File: src/common/wbuf_settings.svh
// buffer sizing and width constants, included by the package and by every wbuf module

`ifndef WBUF_SETTINGS_SVH
`define WBUF_SETTINGS_SVH

////////////////////
// buffer sizing
////////////////////

// number of word entries in the coalescing buffer
`define WBUF_DEPTH 8

// number of transaction ids that can be in flight at once
`define WBUF_MAX_TX 4

////////////////////
// widths
////////////////////

// data word width in bits
`define WBUF_XLEN 64
// bytes per word, one mask bit each
`define WBUF_NBYTES (`WBUF_XLEN / 8)
// byte offset inside a word
`define WBUF_OFF_W 3
// word address, a 32 bit byte address without the offset bits
`define WBUF_WADDR_W 29

`endif

File: src/common/wbuf_pkg.sv
// shared types of the write buffer, imported by the rtl modules and the testbench

`include "wbuf_settings.svh"

package wbuf_pkg;

  ////////////////////
  // plain widths
  ////////////////////

  typedef logic [`WBUF_XLEN-1:0]            data_t;
  typedef logic [`WBUF_NBYTES-1:0]          be_t;
  typedef logic [`WBUF_WADDR_W-1:0]         waddr_t;
  typedef logic [`WBUF_OFF_W-1:0]           boff_t;
  // log2 of the bytes moved: byte, half, word, dword
  typedef logic [1:0]                       size_t;
  typedef logic [$clog2(`WBUF_DEPTH)-1:0]   ptr_t;
  typedef logic [$clog2(`WBUF_MAX_TX)-1:0]  tx_id_t;

  ////////////////////
  // bundles
  ////////////////////

  // core store, be selects the bytes written
  typedef struct packed {
    waddr_t waddr;
    data_t  data;
    be_t    be;
  } wr_req_t;

  // write towards memory, off and size give the aligned byte range
  typedef struct packed {
    waddr_t waddr;
    boff_t  off;
    size_t  size;
    data_t  data;
    tx_id_t id;
  } mem_req_t;

  // one buffer word, every byte has valid, dirty and in-flight bits
  typedef struct packed {
    waddr_t waddr;
    data_t  data;
    be_t    valid;
    be_t    dirty;
    be_t    txblock;
  } entry_t;

  // one transaction slot, remembers which bytes of which entry went out
  typedef struct packed {
    logic vld;
    be_t  be;
    ptr_t ptr;
  } tx_stat_t;

endpackage

File: src/wbuf/wbuf_store.sv
// entry array of the write buffer, merges stores and tracks the byte states on send and return

`timescale 1ns/100ps

`include "wbuf_settings.svh"

module wbuf_store
  import wbuf_pkg::*;
(
  input  logic                     clk_i,
  input  logic                     rst_ni,
  input  logic                     wr_valid_i,
  input  wr_req_t                  wr_req_i,
  input  logic                     send_i,
  input  ptr_t                     send_ptr_i,
  input  be_t                      send_be_i,
  input  logic                     evict_i,
  input  ptr_t                     evict_ptr_i,
  input  be_t                      evict_be_i,
  output logic                     wr_gnt_o,
  output entry_t [`WBUF_DEPTH-1:0] entries_o,
  output logic [`WBUF_DEPTH-1:0]   dirty_o,
  output logic                     empty_o
);

  // byte states valid/dirty/txblock
  //   000 free, 110 waiting, 101 in flight, 111 rewritten while in flight
  be_t [`WBUF_DEPTH-1:0] valid_q, valid_d;
  be_t [`WBUF_DEPTH-1:0] dirty_q, dirty_d;
  be_t [`WBUF_DEPTH-1:0] txblock_q, txblock_d;
  waddr_t waddr_q [`WBUF_DEPTH];
  waddr_t waddr_d [`WBUF_DEPTH];
  data_t  data_q [`WBUF_DEPTH];
  data_t  data_d [`WBUF_DEPTH];

  logic [`WBUF_DEPTH-1:0] used;
  logic hit;
  logic full;
  ptr_t hit_ptr;
  ptr_t free_ptr;
  ptr_t wr_ptr;

  for (genvar k = 0; k < `WBUF_DEPTH; k++) begin : gen_flags
    assign used[k] = |valid_q[k];
    // a word with bytes in flight must wait, transfers may overtake each other
    assign dirty_o[k] = ~(|txblock_q[k]) & (|(dirty_q[k] & valid_q[k]));
    assign entries_o[k] = '{
      waddr:   waddr_q[k],
      data:    data_q[k],
      valid:   valid_q[k],
      dirty:   dirty_q[k],
      txblock: txblock_q[k]
    };
  end

  ////////////////////
  // hit and free search
  ////////////////////

  // walk down so the lowest index wins
  always_comb begin : p_search
    hit      = 1'b0;
    hit_ptr  = '0;
    full     = 1'b1;
    free_ptr = '0;
    for (int k = `WBUF_DEPTH - 1; k >= 0; k--) begin
      if (used[k] && (waddr_q[k] == wr_req_i.waddr)) begin
        hit     = 1'b1;
        hit_ptr = ptr_t'(k);
      end
      if (!used[k]) begin
        full     = 1'b0;
        free_ptr = ptr_t'(k);
      end
    end
  end

  assign wr_ptr   = hit ? hit_ptr : free_ptr;
  assign wr_gnt_o = hit | ~full;
  assign empty_o  = ~(|used);

  ////////////////////
  // state update
  ////////////////////

  always_comb begin : p_update
    valid_d   = valid_q;
    dirty_d   = dirty_q;
    txblock_d = txblock_q;
    waddr_d   = waddr_q;
    data_d    = data_q;

    // return clears in-flight bits, clean bytes are freed
    if (evict_i) begin
      txblock_d[evict_ptr_i] = txblock_q[evict_ptr_i] & ~evict_be_i;
      valid_d[evict_ptr_i]   = valid_q[evict_ptr_i] & ~(evict_be_i & ~dirty_q[evict_ptr_i]);
    end

    // sent bytes move from dirty to in flight
    if (send_i) begin
      dirty_d[send_ptr_i]   = dirty_q[send_ptr_i] & ~send_be_i;
      txblock_d[send_ptr_i] = txblock_q[send_ptr_i] | send_be_i;
    end

    // store merge comes last so new bytes stay dirty
    if (wr_valid_i && wr_gnt_o) begin
      waddr_d[wr_ptr] = wr_req_i.waddr;
      valid_d[wr_ptr] = valid_d[wr_ptr] | wr_req_i.be;
      dirty_d[wr_ptr] = dirty_d[wr_ptr] | wr_req_i.be;
      for (int b = 0; b < `WBUF_NBYTES; b++) begin
        if (wr_req_i.be[b]) begin
          data_d[wr_ptr][b*8 +: 8] = wr_req_i.data[b*8 +: 8];
        end
      end
    end
  end

  always_ff @(posedge clk_i or negedge rst_ni) begin : p_state
    if (!rst_ni) begin
      valid_q   <= '0;
      dirty_q   <= '0;
      txblock_q <= '0;
    end else begin
      valid_q   <= valid_d;
      dirty_q   <= dirty_d;
      txblock_q <= txblock_d;
    end
  end

  always_ff @(posedge clk_i) begin : p_payload
    waddr_q <= waddr_d;
    data_q  <= data_d;
  end

endmodule

File: config.mk
export PLATFORM = sky130hd
export DESIGN_NAME = wbuf_store
export DESIGN_NICKNAME = d
export VERILOG_FILES = /design/src/common/wbuf_pkg.sv /design/src/wbuf/wbuf_store.sv
export VERILOG_INCLUDE_DIRS = /design/src /design/src/common
export SDC_FILE = /design/constraint.sdc
export NUM_CORES = 1
export LEC_CHECK = 0
export ABC_CLOCK_PERIOD_IN_PS = 7100
export CORE_AREA = 2 2 414 416
export DETAILED_ROUTE_END_ITERATION = 10
export DIE_AREA = 0 0 416 418
export DONT_BUFFER_PORTS = 1
export SLEW_MARGIN = 0
export SYNTH_ARGS = -nofsm -noshare
export SYNTH_HDL_FRONTEND = slang
export SYNTH_SLANG_ARGS = --single-unit
export TNS_END_PERCENT = 30
File: constraint.sdc
create_clock -name clk_i -period 7.1 [get_ports clk_i]
set_clock_uncertainty 0.2 [all_clocks]
set_input_delay 1.42 -clock clk_i [delete_from_list [all_inputs] [get_ports clk_i]]
set_output_delay 1.42 -clock clk_i [all_outputs]
set_load 0.01 [all_outputs]
* After elaboration in Yosys (flattened, before gate mapping) *
Cells that the tools add are included.

word-level totals
  logic and storage cells = 240
  flip-flop bits (word level) = 936

operators by class
  bitwise gates (word level) = 39
  muxes and demuxes = 107
  eq/ne operators = 8
  reductions and logical operators = 38
  order comparisons = 8

operators with widths
  operator           number
  $mux W512          15
  $bwmux W512        8
  $demux W64 S3      8
  $mux W64           7
  $bwmux W64         6
  $bwmux W232        1
  $eq A29 B29 Y1     8
  $reduce_or A8 Y1   24
  $bmux W8 S3        7
  $and A8 B8 Y8      12
  $mux W8            11
  $demux W29 S3      1
  $demux W8 S3       3
  $reduce_or A64 Y1  1
  $mux W56           1
  $mux W3            17
  $mux W48           1
  $mux W40           1
  $mux W32           1
  $not A8 Y8         4
  $mux W29           1
  $mux W24           1
  $or A8 B8 Y8       3
  $mux W1            16
  10 further kinds   42

* Longest topological paths before layout *
  word-level depth = 39
  gate-level depth with buffers = 15
  mapped depth without buffers = 12

* Worst setup path after synthesis *
Ideal clock, no wire load.

  kind = input port to flip-flop
  from = input port wr_req_i[78] (netlist name)
  to = register data_q, in the netlist entries_o[734] (enable)
  stages on the path = 12
  data arrival time = 4.692 ns
  buffers on the path = 4
  path slack = 1.813 ns
  path through = buf_2 > xor2_1 > nor4_1 > nand4b_1 > or4_1 > and4_4 > nand2_2 > mux2_4 > buf_6 > buf_6 > buf_2 > nor4_1

between the ends
  longest elaborated chain between the ends = 12
  elaborated cells between the ends (all ways) = 26
  those cells by class = eq/ne: 8; mux: 8; bitwise: 1; reduce/logical: 9

RTL lines
  item                   line               RTL
  from (decl)            wbuf_store.sv:13   input wr_req_t wr_req_i,
  $eq A29 B29 Y1         wbuf_store.sv:67   if (used[k] && (waddr_q[k] == wr_req_i.waddr)) begin
  $logic_and A1 B1 Y1    wbuf_store.sv:67
  $mux W1 (7 in series)  wbuf_store.sv:67
  $mux W1 *              wbuf_store.sv:67
  $or A1 B1 Y1 *         wbuf_store.sv:79   assign wr_gnt_o = hit | ~full;
  $logic_and A1 B1 Y1 *  wbuf_store.sv:106  if (wr_valid_i && wr_gnt_o) begin
  to (signal assigned)   wbuf_store.sv:132  data_q <= data_d;
  to (decl)              wbuf_store.sv:33   data_t data_q [`WBUF_DEPTH];

Mark *: on every way between the ends. The rest lies on a longest branch, timed or not.
A chain may end at the register's enable or synchronous reset.

==> flow_metrics.py <==
metrics = {
    "status": {
        "status": "finished, final reports clean",
    },
    "global_route": {
        "grt_pass1_vias": 26100,
        "grt_use_total": 0.229,
        "grt_pass1_wl_um": 267000,
        "antenna_found_initial": 19,
        "grt_overflow_total": 0,
        "grt_max_degree": 193,
    },
    "hold_path": {
        "hold_path.class": "in -> async",
    },
    "synthesis": {
        "ys_top_cells_by_area": "edfxtp_1 (56%), dfrtp_1 (12%), xor2_1 (3.6%)",
        "ys_ff_latch": 936,
        "synthesis.nets": 3000,
        "synth.cell_area_um2": 39500,
        "synth-edff-count": 744,
        "synth_cell_type_count": 84,
        "synth.avg_cell_area_um2": 13.8,
        "synth_flop_cell": "edfxtp_1",
        "netlist.area_leader.share": 0.565,
        "yosys_warnings": 0,
        "syn_inst": 2872,
        "async_reset_ff_frac": 0.205,
        "yosys.area.top_type": "edfxtp_1",
        "yosysSeqAreaShare": 0.686,
    },
    "finish": {
        "layout.nets": 3045,
        "largest_register_ff_count": 936,
        "utilization": 0.272,
        "drive_gt1_frac": 0.129,
        "fin_area_um2": 46000,
        "final_cell_mix": "edfxtp_1 (744), nand2_1 (284), nor2_1 (228)",
        "area_growth_pct": 16.3,
        "fillers": 17100,
        "final_common_cell": "edfxtp_1",
    },
    "critical_path": {
        "worst-setup-path-type": "reg -> reg",
        "required_ns": 7.56,
        "end_kind": "register",
        "cp-start-kind": "register",
        "timing.rr.end": "entries_o[827]",
        "rrSetupSlack_ns": 1.51,
        "rr_worst_depth": 11,
        "crit_fanout": 47,
        "critPathArrivalTime_ns": 6.06,
        "r2r-start": "entries_o[606]",
    },
    "timing": {
        "tightestPinTransition_ns": 1.41,
        "tns_ns": 0,
        "rsz0062_at_grt": "false",
        "drv_slew": 0,
        "post-route-period-util": 0.788,
        "slew-limit-headroom": 0.0568,
        "finalHoldViolCount": 0,
        "period_minus_slack_ns": 5.59,
        "finalSetupViolCount": 0,
        "max_freq_mhz": 179,
    },
    "clocking": {
        "cts_resized": 0,
        "cts_setup_buffers": 0,
        "cts-hold-fix-buffers": 0,
        "cts_made_buffers": 103,
        "htreeDepth": 3,
        "cts_sinks": 936,
        "clock-root-buffer": "clkbuf_16",
        "clk_pin_slew_ns": 0.07,
        "clockBufferDepth": 3,
        "clk-insertion-delay-late_ns": 0.78,
        "cts_tree": "yes",
    },
    "floorplanning": {
        "coreArea_um2": 169000,
        "die_w_um": 416,
        "die_height_um": 418,
        "ios": 1074,
        "start_util": 0.234,
        "rows": 151,
        "dieArea_um2": 174000,
    },
    "place": {
        "dp.final_hpwl_um": 162000,
        "place_congestion": 0.992,
        "port_buffers": 0,
        "placed_cell_area_um2": 42400,
    },
    "power_and_ir_drop": {
        "power.total_mw": 19.9,
        "swShare": 0.419,
        "intPower_mw": 11.6,
        "p_clk_frac": 0.278,
        "seqPwrFrac": 0.473,
        "p_switching_mw": 8.32,
        "power.leakage_nw": 15.8,
        "power_frac_comb": 0.249,
        "vdd_drop_max_uv": 223,
        "cellPowerDensity_nw_per_um2": 432,
    },
    "flow_run": {
        "drv_cap": 0,
    },
    "routing": {
        "routed_via_density": 5.24,
        "dr.pass1.iters": 6,
        "wire_per_inst_um": 39.6,
        "vias": 27500,
        "first_iter_violations": 3753,
        "antenna_left": 0,
        "wl_um": 208000,
        "drcViolationCount": 0,
    },
}
## synthesized netlist by cell type (11+ instances only)
master    number
dfrtp_1      192
edfxtp_1     744
a21oi_1       66
buf_1         17
a22oi_1       40
a31oi_1       36
o22ai_1       21
inv_1         14
mux2i_1       98
a211o_1       13
a211oi_1      11
a22o_1        21
o21ai_0      210
nand2_1      284
a221oi_1      12
clkbuf_1      67
nor2b_1       16
mux2_2        24
xor2_1       164
and3_1        27
nor4_1        89
buf_2         60
nor2_1       235
o21ai_1       11
xnor2_1       68
nand3_1       29
nor3_1        28
and2_1        17
mux4_2        47
nand4_1       42
## cell type report
cell class	count	area (um^2)	area share
sequential	936	27100	0.590
multi-input combinational	1758	11700	0.254
tap	2218	2780	0.0604
clock buffer	122	2670	0.0580
clock inverter	69	793	0.0173
timing repair buffer	95	751	0.0163
inverter	23	91.3	0.00199
antenna	29	72.6	0.00158
## worst max-delay path by stage
stage / slack (ns) / end / cells after the start / start
after global routing: 1.44 / wr_gnt_o / 6 / entries_o[373]
after global placement: 1.14 / entries_o[827] / 10 / wr_req_i[88]
after CTS: 1.47 / wr_gnt_o / 6 / entries_o[373]
final: 1.51 / entries_o[827] / 11 / entries_o[606]
after floorplan: 1.81 / entries_o[734] / 12 / wr_req_i[78]
after detailed placement: 1.04 / entries_o[827] / 10 / wr_req_i[88]
## stage by stage
step           hold WS [ns]  cells  worst slack, ns
2_1_floorplan         0.372   2872             1.81
3_3_place_gp          0.519   5030             1.14
3_5_place_dp          0.537   5030             1.04
4_1_cts               0.125   5221             1.47
5_1_grt               0.176   5241             1.44
6_report              0.227   5250             1.51
## logic make-up (layout without fill, tap and decap cells)
group | Yosys count | count (layout) | synth area share
and+or+nand+nor | 841 | 841 | 0.101
DFF | 936 | 936 | 0.686
muxes | 174 | 174 | 0.0599
buffers and inverters | 178 | 309 | 0.0203
other | 0 | 29 | 0
xor gates and xnor gates | 232 | 232 | 0.0514
AOI/OAI and AO/OA | 511 | 511 | 0.0808
## worst max-delay path: stages, from the launching register on
cell and delay, ns:
dfrtp_1 0.62, or4_1 0.63, nor2_1 0.53, nor4_1 0.15
a32oi_1 0.43, a21boi_1 0.23, buf_4 0.29, nand2_2 0.35
nor2_4 0.43, nand2_2 0.39, inv_4 0.77, mux2_2 0.41
## routing by layer
layer	vias to the layer above	GRT usage	routed length (um)
met5	-	0	0
met4	0	0.157	15400
met3	454	0.0717	19900
met2	1970	0.398	105000
met1	14100	0.235	68200
li1	11000	-	-
## power by group through the flow
stage	combinational, mW	clock (mW)	sequential (mW)
6_report	4.94	5.52	9.40
5_1_grt	5.19	5.81	9.41
4_1_cts	4.84	5.62	9.43
3_5_place_dp	4.81	0	9.54
3_3_place_gp	4.77	0	9.54
2_1_floorplan	2.99	0	8.08
Note: power is estimated with default switching activity, not from simulation.
